==> src/logic/shoot_pkg.sv <==
package shoot_pkg;

    typedef logic [11:0] rgb_t;
    typedef logic [10:0] pix_t;
    typedef logic [9:0]  edge_t;
    typedef logic [7:0]  tx_byte_t;

    typedef enum logic {
        SOLO,
        MULTI
    } game_mode_t;

    typedef enum logic [1:0] {
        SHADE_NONE,    // keeper not drawn
        SHADE_AIM,
        SHADE_GOAL,
        SHADE_MISS
    } keeper_shade_t;

    // goal mouth, inclusive bounds
    localparam pix_t SCREEN_WIDTH    = 11'd1024;
    localparam pix_t POST_INNER_EDGE = 11'd212;
    localparam pix_t CROSSBAR_BOTTOM = 11'd150;
    localparam pix_t POST_BOTTOM     = 11'd600;

    // keeper box
    localparam edge_t GK_SOLO_LEFT  = 10'd400;
    localparam edge_t GK_WIDTH      = 10'd200;
    localparam edge_t GK_HALF_WIDTH = 10'd100;
    localparam pix_t  GK_TOP_Y      = 11'd250;
    localparam pix_t  GK_BOTTOM_Y   = 11'd550;

    // remote keeper centre limits, keeps the box on screen
    localparam edge_t GK_CLAMP_MIN = 10'd255;
    localparam edge_t GK_CLAMP_MAX = 10'd769;

    // verdict must stay high RESULT_DEBOUNCE+1 cycles
    localparam int RESULT_DEBOUNCE     = 10;
    localparam int HOLD_CYCLES_DEFAULT = 16_250_000;    // 0.25 s at 65 MHz

    // receiver buffer depth
    localparam int TX_CREDITS = 4;

    // byte opcodes, low three bits
    localparam logic [2:0] OP_X_LO = 3'd3;
    localparam logic [2:0] OP_X_HI = 3'd4;
    localparam logic [2:0] OP_Y_LO = 3'd5;
    localparam logic [2:0] OP_Y_HI = 3'd6;

    localparam rgb_t COLOR_AIM  = 12'h00F;    // blue
    localparam rgb_t COLOR_GOAL = 12'h0F0;
    localparam rgb_t COLOR_MISS = 12'hF00;

endpackage
==> src/logic/shoot_control.sv <==
`timescale 1ns/10ps

module shoot_control #(
    parameter int HOLD_CYCLES = shoot_pkg::HOLD_CYCLES_DEFAULT
) (
    input  logic                   clk,
    input  logic                   rst,
    input  shoot_pkg::game_mode_t  game_mode,
    input  logic                   active,
    input  shoot_pkg::pix_t        xpos,
    input  shoot_pkg::pix_t        ypos,
    input  logic                   clicked,
    input  shoot_pkg::edge_t       keeper_pos,
    input  logic                   enemy_done,
    input  logic                   enemy_is_scored,
    input  shoot_pkg::pix_t        hcount,
    input  shoot_pkg::pix_t        vcount,
    input  shoot_pkg::rgb_t        rgb_in,
    input  logic                   tx_credit,
    output shoot_pkg::pix_t        hcount_out,
    output shoot_pkg::pix_t        vcount_out,
    output shoot_pkg::rgb_t        rgb_out,
    output logic                   is_scored,
    output logic                   round_done,
    output logic                   end_sh,
    output logic                   shot_taken,
    output logic                   tx_valid,
    output shoot_pkg::tx_byte_t    tx_data
);
    import shoot_pkg::*;

    edge_t left_edge, right_edge;
    keeper_shade_t shade;
    logic shot_fire;

    keeper_window u_keeper_window (
        .clk        (clk),
        .rst        (rst),
        .game_mode  (game_mode),
        .keeper_pos (keeper_pos),
        .left_edge  (left_edge),
        .right_edge (right_edge)
    );

    keeper_overlay u_keeper_overlay (
        .clk        (clk),
        .rst        (rst),
        .hcount     (hcount),
        .vcount     (vcount),
        .rgb_in     (rgb_in),
        .shade      (shade),
        .left_edge  (left_edge),
        .right_edge (right_edge),
        .hcount_out (hcount_out),
        .vcount_out (vcount_out),
        .rgb_out    (rgb_out)
    );

    shot_fsm #(
        .HOLD_CYCLES (HOLD_CYCLES)
    ) u_shot_fsm (
        .clk             (clk),
        .rst             (rst),
        .game_mode       (game_mode),
        .active          (active),
        .clicked         (clicked),
        .xpos            (xpos),
        .ypos            (ypos),
        .left_edge       (left_edge),
        .right_edge      (right_edge),
        .enemy_done      (enemy_done),
        .enemy_is_scored (enemy_is_scored),
        .shade           (shade),
        .shot_fire       (shot_fire),
        .is_scored       (is_scored),
        .round_done      (round_done),
        .end_sh          (end_sh),
        .shot_taken      (shot_taken)
    );

    // multi mode only, position to the other board
    shot_tx u_shot_tx (
        .clk       (clk),
        .rst       (rst),
        .shot_fire (shot_fire),
        .xpos      (xpos),
        .ypos      (ypos),
        .tx_credit (tx_credit),
        .tx_valid  (tx_valid),
        .tx_data   (tx_data)
    );

endmodule

==> src/logic/shot_tx.sv <==
`timescale 1ns/10ps

module shot_tx (
    input  logic                 clk,
    input  logic                 rst,
    input  logic                 shot_fire,
    input  shoot_pkg::pix_t      xpos,
    input  shoot_pkg::pix_t      ypos,
    input  logic                 tx_credit,
    output logic                 tx_valid,
    output shoot_pkg::tx_byte_t  tx_data
);
    import shoot_pkg::*;

    localparam int CREDIT_W = $clog2(TX_CREDITS + 1);

    logic [9:0] shot_x, shot_y;
    logic [1:0] byte_idx;
    logic busy;
    logic [CREDIT_W-1:0] credits;

    // byte goes out whenever one is pending and the receiver has room
    assign tx_valid = busy && (credits != '0);

    always_comb begin
        case (byte_idx)
            2'd0:    tx_data = {shot_x[4:0], OP_X_LO};
            2'd1:    tx_data = {shot_x[9:5], OP_X_HI};
            2'd2:    tx_data = {shot_y[4:0], OP_Y_LO};
            default: tx_data = {shot_y[9:5], OP_Y_HI};
        endcase
    end

    always_ff @(posedge clk) begin
        if (shot_fire) begin
            shot_x <= xpos[9:0];
            shot_y <= ypos[9:0];
        end
    end

    always_ff @(posedge clk) begin
        if (rst) begin
            busy     <= 1'b0;
            byte_idx <= '0;
        end
        else if (shot_fire) begin
            busy     <= 1'b1;
            byte_idx <= '0;
        end
        else if (tx_valid) begin
            byte_idx <= byte_idx + 1'b1;
            if (byte_idx == 2'd3) begin
                busy <= 1'b0;    // last byte sent
            end
        end
    end

    always_ff @(posedge clk) begin
        if (rst) begin
            credits <= CREDIT_W'(TX_CREDITS);
        end
        else if (tx_valid && !tx_credit) begin
            credits <= credits - 1'b1;
        end
        else if (tx_credit && !tx_valid && (credits != CREDIT_W'(TX_CREDITS))) begin
            credits <= credits + 1'b1;
        end
    end

endmodule

==> src/logic/shot_fsm.sv <==
`timescale 1ns/10ps

module shot_fsm #(
    parameter int HOLD_CYCLES = shoot_pkg::HOLD_CYCLES_DEFAULT
) (
    input  logic                      clk,
    input  logic                      rst,
    input  shoot_pkg::game_mode_t     game_mode,
    input  logic                      active,
    input  logic                      clicked,
    input  shoot_pkg::pix_t           xpos,
    input  shoot_pkg::pix_t           ypos,
    input  shoot_pkg::edge_t          left_edge,
    input  shoot_pkg::edge_t          right_edge,
    input  logic                      enemy_done,
    input  logic                      enemy_is_scored,
    output shoot_pkg::keeper_shade_t  shade,
    output logic                      shot_fire,
    output logic                      is_scored,
    output logic                      round_done,
    output logic                      end_sh,
    output logic                      shot_taken
);
    import shoot_pkg::*;

    localparam int CNT_W = $clog2(HOLD_CYCLES + RESULT_DEBOUNCE + 2);

    typedef enum logic [2:0] {
        IDLE,
        ENGAGE,
        AIM,
        JUDGE,
        GOAL,
        MISS,
        TERMINATE
    } state_t;

    state_t state, state_nxt;
    logic [CNT_W-1:0] counter, counter_nxt;    // debounce and hold share it
    pix_t shot_x, shot_y;
    logic in_mouth, in_keeper, solo_goal;
    logic hold_last, term_last;

    assign in_mouth = (shot_x >= POST_INNER_EDGE) &&
                      (shot_x <= SCREEN_WIDTH - POST_INNER_EDGE) &&
                      (shot_y >= CROSSBAR_BOTTOM) && (shot_y <= POST_BOTTOM);
    assign in_keeper = (shot_x >= left_edge) && (shot_x <= right_edge) &&
                       (shot_y >= GK_TOP_Y) && (shot_y <= GK_BOTTOM_Y);
    assign solo_goal = in_mouth && !in_keeper;

    assign hold_last = (counter == CNT_W'(HOLD_CYCLES - 1));
    // solo skips the extra wait
    assign term_last = (game_mode == SOLO) || (counter == CNT_W'(HOLD_CYCLES));

    always_ff @(posedge clk) begin
        if (rst) begin
            state   <= IDLE;
            counter <= '0;
        end
        else begin
            state   <= state_nxt;
            counter <= counter_nxt;
        end
    end

    always_ff @(posedge clk) begin
        if (state == AIM && clicked) begin
            shot_x <= xpos;    // judged next cycle
            shot_y <= ypos;
        end
    end

    always_comb begin
        state_nxt   = state;
        counter_nxt = counter;
        case (state)
            IDLE: begin
                counter_nxt = '0;
                if (active) begin
                    state_nxt = ENGAGE;
                end
            end
            ENGAGE: begin
                state_nxt = AIM;
            end
            AIM: begin
                counter_nxt = '0;
                if (clicked) begin
                    state_nxt = JUDGE;
                end
            end
            JUDGE: begin
                if (game_mode == SOLO) begin
                    if (solo_goal) begin
                        state_nxt = GOAL;
                    end
                    else begin
                        state_nxt = MISS;
                    end
                end
                else if (!enemy_done) begin
                    counter_nxt = '0;    // glitch, start over
                end
                else if (counter == CNT_W'(RESULT_DEBOUNCE)) begin
                    counter_nxt = '0;
                    if (enemy_is_scored) begin
                        state_nxt = GOAL;
                    end
                    else begin
                        state_nxt = MISS;
                    end
                end
                else begin
                    counter_nxt = counter + 1'b1;
                end
            end
            GOAL, MISS: begin
                if (hold_last) begin
                    counter_nxt = '0;
                    state_nxt   = TERMINATE;
                end
                else begin
                    counter_nxt = counter + 1'b1;
                end
            end
            TERMINATE: begin
                if (term_last) begin
                    counter_nxt = '0;
                    state_nxt   = IDLE;
                end
                else begin
                    counter_nxt = counter + 1'b1;
                end
            end
            default: begin
                counter_nxt = '0;
                state_nxt   = IDLE;
            end
        endcase
    end

    always_comb begin
        case (state)
            AIM, JUDGE: shade = SHADE_AIM;
            GOAL:       shade = SHADE_GOAL;
            MISS:       shade = SHADE_MISS;
            default:    shade = SHADE_NONE;
        endcase
    end

    assign shot_fire  = (state == AIM) && clicked && (game_mode == MULTI);
    assign shot_taken = (state == JUDGE) && (game_mode == MULTI);
    assign round_done = ((state == GOAL) || (state == MISS)) && hold_last;
    assign is_scored  = (state == GOAL) && hold_last;    // only with round_done
    assign end_sh     = (state == TERMINATE) && term_last;

endmodule

==> src/logic/keeper_overlay.sv <==
`timescale 1ns/10ps

module keeper_overlay (
    input  logic                      clk,
    input  logic                      rst,
    input  shoot_pkg::pix_t           hcount,
    input  shoot_pkg::pix_t           vcount,
    input  shoot_pkg::rgb_t           rgb_in,
    input  shoot_pkg::keeper_shade_t  shade,
    input  shoot_pkg::edge_t          left_edge,
    input  shoot_pkg::edge_t          right_edge,
    output shoot_pkg::pix_t           hcount_out,
    output shoot_pkg::pix_t           vcount_out,
    output shoot_pkg::rgb_t           rgb_out
);
    import shoot_pkg::*;

    logic in_box;
    rgb_t rgb_nxt;

    assign in_box = (hcount >= left_edge) && (hcount <= right_edge) &&
                    (vcount >= GK_TOP_Y) && (vcount <= GK_BOTTOM_Y);

    always_comb begin
        rgb_nxt = rgb_in;
        if (in_box) begin
            case (shade)
                SHADE_AIM:  rgb_nxt = COLOR_AIM;
                SHADE_GOAL: rgb_nxt = COLOR_GOAL;
                SHADE_MISS: rgb_nxt = COLOR_MISS;
                default:    rgb_nxt = rgb_in;    // none, pass through
            endcase
        end
    end

    // single pipeline stage, counters stay aligned with colour
    always_ff @(posedge clk) begin
        if (rst) begin
            hcount_out <= '0;
            vcount_out <= '0;
            rgb_out    <= '0;
        end
        else begin
            hcount_out <= hcount;
            vcount_out <= vcount;
            rgb_out    <= rgb_nxt;
        end
    end

endmodule

==> src/logic/keeper_window.sv <==
`timescale 1ns/10ps

module keeper_window (
    input  logic                   clk,
    input  logic                   rst,
    input  shoot_pkg::game_mode_t  game_mode,
    input  shoot_pkg::edge_t       keeper_pos,
    output shoot_pkg::edge_t       left_edge,
    output shoot_pkg::edge_t       right_edge
);
    import shoot_pkg::*;

    edge_t centre;

    // remote centre held inside the screen
    always_comb begin
        if (keeper_pos < GK_CLAMP_MIN) begin
            centre = GK_CLAMP_MIN;
        end
        else if (keeper_pos > GK_CLAMP_MAX) begin
            centre = GK_CLAMP_MAX;
        end
        else begin
            centre = keeper_pos;
        end
    end

    always_ff @(posedge clk) begin
        if (rst) begin
            left_edge  <= GK_SOLO_LEFT;
            right_edge <= GK_SOLO_LEFT + GK_WIDTH;
        end
        else if (game_mode == SOLO) begin
            left_edge  <= GK_SOLO_LEFT;                 // fixed box
            right_edge <= GK_SOLO_LEFT + GK_WIDTH;
        end
        else begin
            left_edge  <= centre - GK_HALF_WIDTH;
            right_edge <= centre + GK_HALF_WIDTH;
        end
    end

endmodule

==> config.mk <==
export PLATFORM = sky130hd
export DESIGN_NAME = shoot_control
export DESIGN_NICKNAME = d
export VERILOG_FILES = /design/src/logic/shoot_pkg.sv /design/src/logic/shoot_control.sv /design/src/logic/shot_tx.sv /design/src/logic/shot_fsm.sv /design/src/logic/keeper_overlay.sv /design/src/logic/keeper_window.sv
export SDC_FILE = /design/constraint.sdc
export NUM_CORES = 1
export LEC_CHECK = 0
export ABC_CLOCK_PERIOD_IN_PS = 4100
export BUFFER_PORTS_ARGS = -buffer_cell sky130_fd_sc_hd__buf_2
export CAP_MARGIN = 0
export CELL_PAD_IN_SITES_DETAIL_PLACEMENT = 0
export CELL_PAD_IN_SITES_GLOBAL_PLACEMENT = 1
export CORE_MARGIN = 3
export CORE_UTILIZATION = 24
export DETAILED_ROUTE_END_ITERATION = 12
export PLACE_DENSITY = 0.56
export SYNTH_ARGS = -nofsm -noshare
export SYNTH_HDL_FRONTEND = slang
export SYNTH_HIERARCHICAL = 1
export SYNTH_SLANG_ARGS = --single-unit
export TNS_END_PERCENT = 50
==> constraint.sdc <==
create_clock -name clk -period 4.1 [get_ports clk]
set_clock_uncertainty 0.2 [all_clocks]
set_input_delay 0.82 -clock clk [delete_from_list [all_inputs] [get_ports clk]]
set_output_delay 0.82 -clock clk [all_outputs]
set_load 0.005 [all_outputs]
# ---- Word-level counts from Yosys, hierarchy flattened
# Cells that the tools add are included.
# Widths: inputs -> output; s select.
dict set report totals {
  latch_bits 0
  mem_bits_rw 0
  ff_bits 129
  word_cells 124
  mem_count 0
  rom_bits 0
  inputBits 74
  out_inout_bits 47
}
dict set report classes {
  n_shift 0
  n_eq_ne 23
  div_mod_pow 0
  n_mux 27
  addsub 6
  bitwise_logic 2
  magnitude_cmp 14
  mul 0
  reduce_logical 38
}
# cell n
set ops {}
lappend ops {{$mux 24} 5}
lappend ops {{$pmux 24 s4} 1}
lappend ops {{$eq 24x24->1 const B} 2}
lappend ops {{$ge 11x8->1 const B} 4}
lappend ops {{$le 11x10->1 const B} 4}
lappend ops {{$pmux 12 s3} 1}
lappend ops {{$mux 3} 9}
lappend ops {{$add 24x1->24 const B} 1}
lappend ops {{$eq 24x4->1 const B} 1}
lappend ops {{$pmux 8 s3} 1}
lappend ops {{$ge 11x10->1} 2}
lappend ops {{$le 11x10->1} 2}
lappend ops {{$logic_and 1x1->1} 20}
lappend ops {{$mux 10} 2}
lappend ops {{$pmux 3 s6} 1}
lappend ops {{$mux 12} 1}
lappend ops {{$add 10x7->10 const B} 1}
lappend ops {{$gt 10x10->1 const B} 1}
lappend ops {{$lt 10x8->1 const B} 1}
lappend ops {{$sub 10x7->10 const B} 1}
lappend ops {{$eq 3x3->1 const B} 3}
lappend ops {{$eq 2x2->1 const B} 4}
lappend ops {{$reduce_or 2->1} 4}
lappend ops {{$eq 3x2->1 const B} 2}
lappend ops {{20 further kinds} 36}

# ---- Logic depth before layout (Yosys ltp)
# Gate-level depths: netlist (run 1).
dict set report logic_depth {
  ltp_word 9
  depth_mapped 10
  mapped_depth_nobuf 8
}

# ---- Modules after synthesis
# The synthesis (run 1) kept the hierarchy.
# mod seq_area_each_um2 cells_per_inst area_each_um2 n_inst
set modules_own_cells {}
lappend modules_own_cells {shot_fsm 1201.2 333 3007.9 1}
lappend modules_own_cells {keeper_overlay 680.7 169 1612.8 1}
lappend modules_own_cells {shot_tx 720.7 86 1162.4 1}
lappend modules_own_cells {keeper_window 340.3 91 827.0 1}

# ---- Worst setup path after synthesis (run 1)
# Ideal clock, no wire load.
dict set report synth_path {
  path_kind {input -> register}
  from {input clicked}
  to {register u_shot_tx.shot_x[0], enable pin}
  n_path_buf 0
  path_slack_ns 0.292
  setup_ns 0.381
  t_arrival_ns 3.227
  required_time_ns 3.519
  stages 3
  path_cell_list {nand2_1 -> nor3_1 -> and2_1}
}
dict set report synth_between {
  elab_chain_len 2
}
# item line
set synth_rtl {}
lappend synth_rtl {{from (decl)} shoot_control.sv:12} ;# input logic clicked,
lappend synth_rtl {{$logic_and 1x1->1 (2 in series)} shot_fsm.sv:151} ;# assign shot_fire = (state == AIM) && clicked && (game_mode == MULTI);
lappend synth_rtl {{via shot_fire} shoot_control.sv:34} ;# logic shot_fire;
lappend synth_rtl {{to (signal assigned)} shot_tx.sv:36} ;# shot_x <= xpos[9:0];
lappend synth_rtl {{to (decl)} shot_tx.sv:17} ;# logic [9:0] shot_x, shot_y;
# The timed path passes the listed nets, and every way through them passes these cells.
# A chain may end at the register's enable or synchronous reset.

# ---- Worst setup path after layout (run 1)
dict set report layout_path {
  from {register u_shot_fsm.counter[5]}
  to {output end_sh}
}
dict set report layout_between {
  elab_chain_len 3
}
# item line
set layout_rtl {}
lappend layout_rtl {{from (decl)} shot_fsm.sv:39} ;# logic [CNT_W-1:0] counter, counter_nxt;
lappend layout_rtl {{from (signal assigned)} shot_fsm.sv:62} ;# counter <= counter_nxt;
lappend layout_rtl {{$eq 24x24->1} shot_fsm.sv:53} ;# assign term_last = (game_mode == SOLO) || (counter == CNT_W'(HOLD_CYCLES));
lappend layout_rtl {{$logic_or 1x1->1} shot_fsm.sv:53}
lappend layout_rtl {{$logic_and 1x1->1} shot_fsm.sv:155} ;# assign end_sh = (state == TERMINATE) && term_last;
lappend layout_rtl {{to (decl)} shoot_control.sv:25} ;# output logic end_sh,
# No other way between the ends.

==> impl_metrics.py, run 1 <==
metrics = {
    "global_route": {
        "grt_pass1_wl_um": 28400,
        "via_count_of_the_first_global_routing_pass": 5159,
        "total_global_routing_overflow": 0,
        "maximum_number_of_pins_on_one_net_before_global_route_repair": 24,
        "globalRouteTotalUtil": 0.124,
        "grt_antenna_before_repair": 0,
    },
    "sta": {
        "hold_viol": 0,
        "timing.final.ws_setup_ns": 0.695,
        "tns_ns": 0,
        "setup_violations": 0,
        "fmax_ghz": 0.294,
        "rsz0062_at_grt": "false",
        "finalCritPeriodShare": 0.830,
        "slew_limit_fails": 0,
        "tightestPinTransition_ns": 0.626,
        "timing.slew.headroom": 0.582,
        "fin_crit_ns": 3.40,
    },
    "placement": {
        "pre_cts_slack_ns": 0.955,
        "io_buffer_count": 120,
        "post-place-cells": 1122,
        "place_congestion": 0.782,
        "hpwlAfterDp_um": 13900,
    },
    "drt": {
        "drt.antenna.violating_nets": 0,
        "drt_drc_violations_left": 0,
        "first_iter_violations": 356,
        "routed_wirelength_um": 17800,
        "drt_pre_antenna_iters": 7,
        "routed_wire_length_per_instance_um": 15.4,
        "post_drt_via_cell_ratio": 4.58,
        "num_vias": 5289,
    },
    "clock_network": {
        "clkSinkCount": 126,
        "post_cts_hold_buffer_count": 0,
        "tritoncts": "built",
        "insertion_delay_ns": 0.41,
        "cts_setup_buffers": 0,
        "max_buffers_root_to_sink": 2,
        "worst_setup_hold_path_clk_slew_ns": 0.06,
        "clock_tree.htree_level_count": 4,
        "postCtsResizedCells": 0,
        "clock-root-buffer": "clkbuf_16",
        "cts-buffers-inserted": 17,
    },
    "cells_and_area": {
        "n_fill_cell": 2885,
        "insertedDiodeCount": 0,
        "finalNetCount": 928,
        "final_common_cell": "buf_2",
        "layout_common_cells": "buf_2 (120), dfxtp_1 (84), inv_1 (76)",
        "post_layout_nonfiller_instances": 1154,
        "synthToLayoutAreaGrowth_pct": 23.1,
        "drive_above_1_share": 0.225,
    },
    "worst_setup_path": {
        "timing_worst_setup_path_type": "reg2out",
        "crit_path_end_kind": "output pin",
        "critPathLaunchType": "register",
        "timing.critical_path.arrival_ns": 2.38,
        "path_max_fanout": 6,
        "critPathRequiredTime_ns": 3.08,
    },
    "synth": {
        "post_synthesis_async_set_or_reset_flop_share": 0,
        "yosys_warning_count": 6,
        "yosys_most_used_dff": "dfxtp_1",
        "yosysSeqAreaShare": 0.445,
        "syn-mean-instance-area_um2": 9.74,
        "synth_area_um2": 6610,
        "synth_edf_count": 42,
        "number_of_different_library_cells_in_the_post_synthesis_netlist": 79,
        "ys_ff_latch": 126,
        "synthCells": 679,
        "mappedNetlistNets": 807,
    },
    "pwr": {
        "net-switching-power_mw": 0.962,
        "worst_ir_drop_vdd_v": 0.000230,
        "total_power_mw": 3.44,
        "power_density_nw_per_um2": 422,
        "p_clk_frac": 0.429,
        "static-leakage-power_nw": 3.38,
        "p_comb_frac": 0.149,
        "seq_power_share": 0.422,
        "power_switching_share": 0.280,
        "p_int_mw": 2.48,
    },
    "floorplan": {
        "chipHeight_um": 172,
        "die-area_um2": 29600,
        "die-width_um": 172,
        "initial_utilization": 0.245,
        "core_region_area_um2": 27000,
        "design.portCount": 121,
        "row_count": 60,
    },
    "outcome": {
        "status": "complete, no violations",
    },
    "flow_run": {
        "max_cap_violations": 0,
    },
    "worst_hold_path": {
        "hold_class": "reg2reg",
    },
}
## worst max-delay path, stage by stage (launching register included)
cell and delay [ns]:
dfxtp_1 0.35, or4_4 0.55, or4_4 0.55, o21ai_0 0.20, nor3b_1 0.19, buf_2 0.14
## Yosys cell counts (7+ instances only)
library cell,instances,area (um2)
and3_1,8,50.1
o21ai_0,23,115
nand2_1,34,128
a21oi_1,26,130
nand4_1,15,93.8
dfxtp_1,84,1680
nor2b_1,29,181
nor4_1,7,43.8
xnor2_1,9,78.8
edfxtp_1,42,1260
o31ai_1,7,52.6
xor2_1,13,114
nor2_1,44,165
clkbuf_1,12,45.0
ha_1,53,663
inv_1,76,285
nor3_1,15,75.1
nand3_1,29,145
## layout make-up
class,count,area (um2),area share
Sequential cell,126,2940,0.362
Inverter,76,285,0.0351
Clock buffer,18,429,0.0527
Clock inverter,14,144,0.0177
Multi-Input combinational cell,452,3260,0.400
Tap cell,341,427,0.0524
Timing Repair Buffer,127,653,0.0803
## per-layer routing
| layer | vias to the layer above | global-route usage | part of all wire |
|---|---|---|---|
| li1 | 2709 | - | - |
| met1 | 2448 | 0.181 | 0.52 |
| met2 | 123 | 0.180 | 0.42 |
| met3 | 9 | 0.0272 | 0.050 |
| met4 | 0 | 0.0399 | 0.011 |
| met5 | - | 0 | 0 |
## stage by stage
| stage | area [um2] | hold WS, ns | util |
|---|---|---|---|
| after floorplan | 6610 | 0.274 | - |
| after global placement | 7560 | 0.302 | 0.280 |
| after detailed placement | 7560 | 0.314 | 0.280 |
| after CTS | 8140 | 0.320 | 0.301 |
| after global routing | 8140 | 0.363 | 0.301 |
| final | 8140 | 0.323 | 0.301 |
## logic make-up after synthesis
logic type	count (synthesis)	synth area share
fa+ha+maj	55	0.105
buf+inv	101	0.0630
mux	6	0.00909
flops	126	0.445
xor+xnor	22	0.0292
simple gates	225	0.185
compound gates	144	0.164
## registers in the layout (all words and copies together), names as in the netlist
signal                       flops
u_shot_tx/shot_y                10
u_shot_tx/busy                   1
u_keeper_overlay/rgb_out        12
u_shot_fsm/shot_x               11
u_shot_fsm/shot_y               11
u_keeper_window/left_edge       10
u_keeper_window/right_edge       7
u_shot_tx/credits                3
u_keeper_overlay/hcount_out     11
u_shot_fsm/state                 3
u_shot_fsm/counter              24
u_shot_tx/byte_idx               2
u_shot_tx/shot_x                10
u_keeper_overlay/vcount_out     11
## final timing paths
check | start | end | slack (ns) | cells after the start
min | u_shot_fsm/counter[0] | u_shot_fsm/counter[0] | 0.32 | 2
max | u_shot_fsm/counter[5] | end_sh | 0.70 | 5
min reg2reg | u_shot_fsm/counter[0] | u_shot_fsm/counter[0] | 0.32 | 2
max reg2reg | u_shot_fsm/counter[5] | u_shot_fsm/counter[13] | 1.11 | 6
## power by group through the flow
| stage | Clock (mW) | Sequential, mW | Combinational [mW] |
|---|---|---|---|
| final | 1.47 | 1.45 | 0.511 |
| after global routing | 1.59 | 1.46 | 0.588 |
| after CTS | 1.53 | 1.45 | 0.520 |
| after detailed placement | 0 | 1.48 | 0.517 |
| after global placement | 0 | 1.48 | 0.520 |
| after floorplan | 0 | 1.44 | 0.356 |
No activity file was read; power rests on OpenSTA's default activity.
==> run 2: changes to the inputs <==
ABC_CLOCK_PERIOD_IN_PS = 2770   (was 4100)
PLACE_DENSITY = 0.58   (was 0.56)
clock period = 2.77 ns   (was 4.1 ns; I/O delays follow)
==> impl_metrics.py, run 2 (same netlist as run 1, synthesis figures left out) <==
metrics = {
    "placement": {
        "post-place-cells": 1143,
        "io_buffer_count": 120,
        "hpwlAfterDp_um": 13800,
        "place_congestion": 0.804,
    },
    "drt": {
        "drt_pre_antenna_iters": 7,
        "drt.antenna.violating_nets": 0,
        "post_drt_via_cell_ratio": 4.53,
        "first_iter_violations": 333,
        "routed_wirelength_um": 17900,
        "routed_wire_length_per_instance_um": 15.2,
        "drt_drc_violations_left": 0,
        "num_vias": 5336,
    },
    "floorplan": {
        "die-area_um2": 29600,
        "initial_utilization": 0.245,
        "chipHeight_um": 172,
        "row_count": 60,
        "core_region_area_um2": 27000,
        "die-width_um": 172,
        "design.portCount": 121,
    },
    "sta": {
        "timing.slew.headroom": 0.620,
        "slew_limit_fails": 0,
        "setup_violations": 3,
        "finalCritPeriodShare": 1.08,
        "hold_viol": 0,
        "rsz0062_at_grt": "true",
        "fmax_ghz": 0.334,
        "fin_worst_hold_slack_ns": 0.111,
        "tightestPinTransition_ns": 0.565,
        "timing.final.ws_setup_ns": -0.226,
        "fin_crit_ns": 3.00,
    },
    "worst_setup_path": {
        "critical_path_cell_count": 5,
        "r2r-end": "u_shot_fsm/state[1]",
        "crit_path_top_delay_cell": "or4_4",
        "worstReg2RegStart": "u_shot_fsm/counter[8]",
        "timing.critical_path.arrival_ns": 2.24,
        "critical_path_buf_inv_count": 1,
        "regToRegSetupSlack_ns": -0.04,
        "timing.critical_path.mode_cell": "or4_4",
        "timing_worst_setup_path_type": "reg2out",
        "critPathLaunchType": "register",
        "r2r_cells": 7,
        "crit_path_end_kind": "output pin",
        "path_delay_family": "simple AND/OR/NAND/NOR gates",
        "crit_chain": "or4_4 > or4_4 > o21ai_2 > nor3b_2 > buf_2",
        "critical_path_start": "u_shot_fsm/counter[8]",
        "cp-endpoint": "end_sh",
        "cpPeakStageDelay_ns": 0.56,
        "critPathRequiredTime_ns": 2.02,
        "path_max_fanout": 3,
    },
    "cells_and_area": {
        "layout_common_cells": "buf_2 (120), dfxtp_1 (83), inv_1 (76)",
        "largest_register_ffs": 24,
        "post_layout_nonfiller_instances": 1177,
        "drive_above_1_share": 0.249,
        "layout_top_registers": "u_shot_fsm/counter x24, u_keeper_overlay/rgb_out x12",
        "finalNetCount": 951,
        "synthToLayoutAreaGrowth_pct": 26.1,
        "final_common_cell": "buf_2",
        "largest-register": "u_shot_fsm/counter",
        "insertedDiodeCount": 0,
        "n_fill_cell": 2857,
    },
    "flow_run": {
        "max_cap_violations": 0,
    },
    "clock_network": {
        "post_cts_hold_buffer_count": 0,
        "clock-root-buffer": "clkbuf_16",
        "clkSinkCount": 126,
        "tritoncts": "built",
        "clock_tree.htree_level_count": 4,
        "cts-buffers-inserted": 17,
        "max_buffers_root_to_sink": 2,
        "worst_setup_hold_path_clk_slew_ns": 0.06,
        "insertion_delay_ns": 0.42,
    },
    "pwr": {
        "power_density_nw_per_um2": 607,
        "worst_ir_drop_vdd_v": 0.000347,
        "total_power_mw": 5.06,
        "static-leakage-power_nw": 3.49,
    },
    "worst_hold_path": {
        "hold_class": "in2reg",
        "hold_start": "ypos[10]",
    },
    "outcome": {
        "failing_checks": "negative setup slack",
        "status": "complete, but fails checks",
    },
    "global_route": {
        "grt_antenna_before_repair": 0,
        "grt_pass1_wl_um": 28400,
        "via_count_of_the_first_global_routing_pass": 5255,
        "globalRouteTotalUtil": 0.123,
        "total_global_routing_overflow": 0,
        "maximum_number_of_pins_on_one_net_before_global_route_repair": 24,
    },
}
run 2: worst min path at each step:
stage / to / slack (ns) / cells after the start
global route: u_shot_fsm/shot_y[10] / 0.09 / 1
finish: u_shot_fsm/shot_y[10] / 0.11 / 1
CTS: u_shot_fsm/shot_y[10] / 0.08 / 1
global placement: u_shot_fsm/counter[0] / 0.31 / 2
floorplan: u_shot_fsm/counter[0] / 0.27 / 2
detailed placement: u_shot_fsm/counter[11] / 0.32 / 2
run 2: timing repair:
| item | in CTS | in global routing |
|---|---|---|
| setup endpoints to repair | 3 | 32 |
| setup buffers | 2 | 0 |
| gates resized for setup | 4 | 6 |
| endpoints found under the hold margin | 0 | 0 |
| pin swaps | 3 | 0 |
run 2: through the flow:
step	worst slack (ns)	util	setup TNS, ns	instance area (um2)
3_3_place_gp	-0.0631	0.286	-0.383	7740
2_1_floorplan	0.178	-	0	6620
6_report	-0.226	0.308	-0.304	8340
5_1_grt	-0.319	0.308	-0.673	8340
3_5_place_dp	-0.0448	0.286	-0.242	7740
4_1_cts	-0.260	0.307	-0.548	8300
run 2: layout make-up:
class                   count  area, um2  share of cell area
clock buffers              21        440              0.0528
multi-input cells         452       3310               0.397
flip-flops and latches    126       2950               0.353
clock inverters            11       92.6              0.0111
well taps                 341        427              0.0512
repair buffers            150        838               0.101
inverters                  76        285              0.0342
run 2: power breakdown:
| part | internal (mW) | switching (mW) |
|---|---|---|
| combinational | 0.365 | 0.498 |
| sequential | 2.04 | 0.0930 |
| clock | 1.23 | 0.837 |
| total | 3.63 | 1.43 |
run 2: per-layer routing:
| layer | routed length, um | global-route usage |
|---|---|---|
| met5 | 0 | 0 |
| met4 | 260 | 0.0378 |
| met3 | 972 | 0.0311 |
| met2 | 7480 | 0.184 |
| met1 | 9160 | 0.175 |
run 2: worst reg2reg max path, cell delays in order (launching register included):
cell and delay, ns:
dfxtp_1 0.31, or4_4 0.56, or4_4 0.56, buf_4 0.16, o21ai_4 0.22, nand2_4 0.10
or4_1 0.51, a21oi_1 0.14
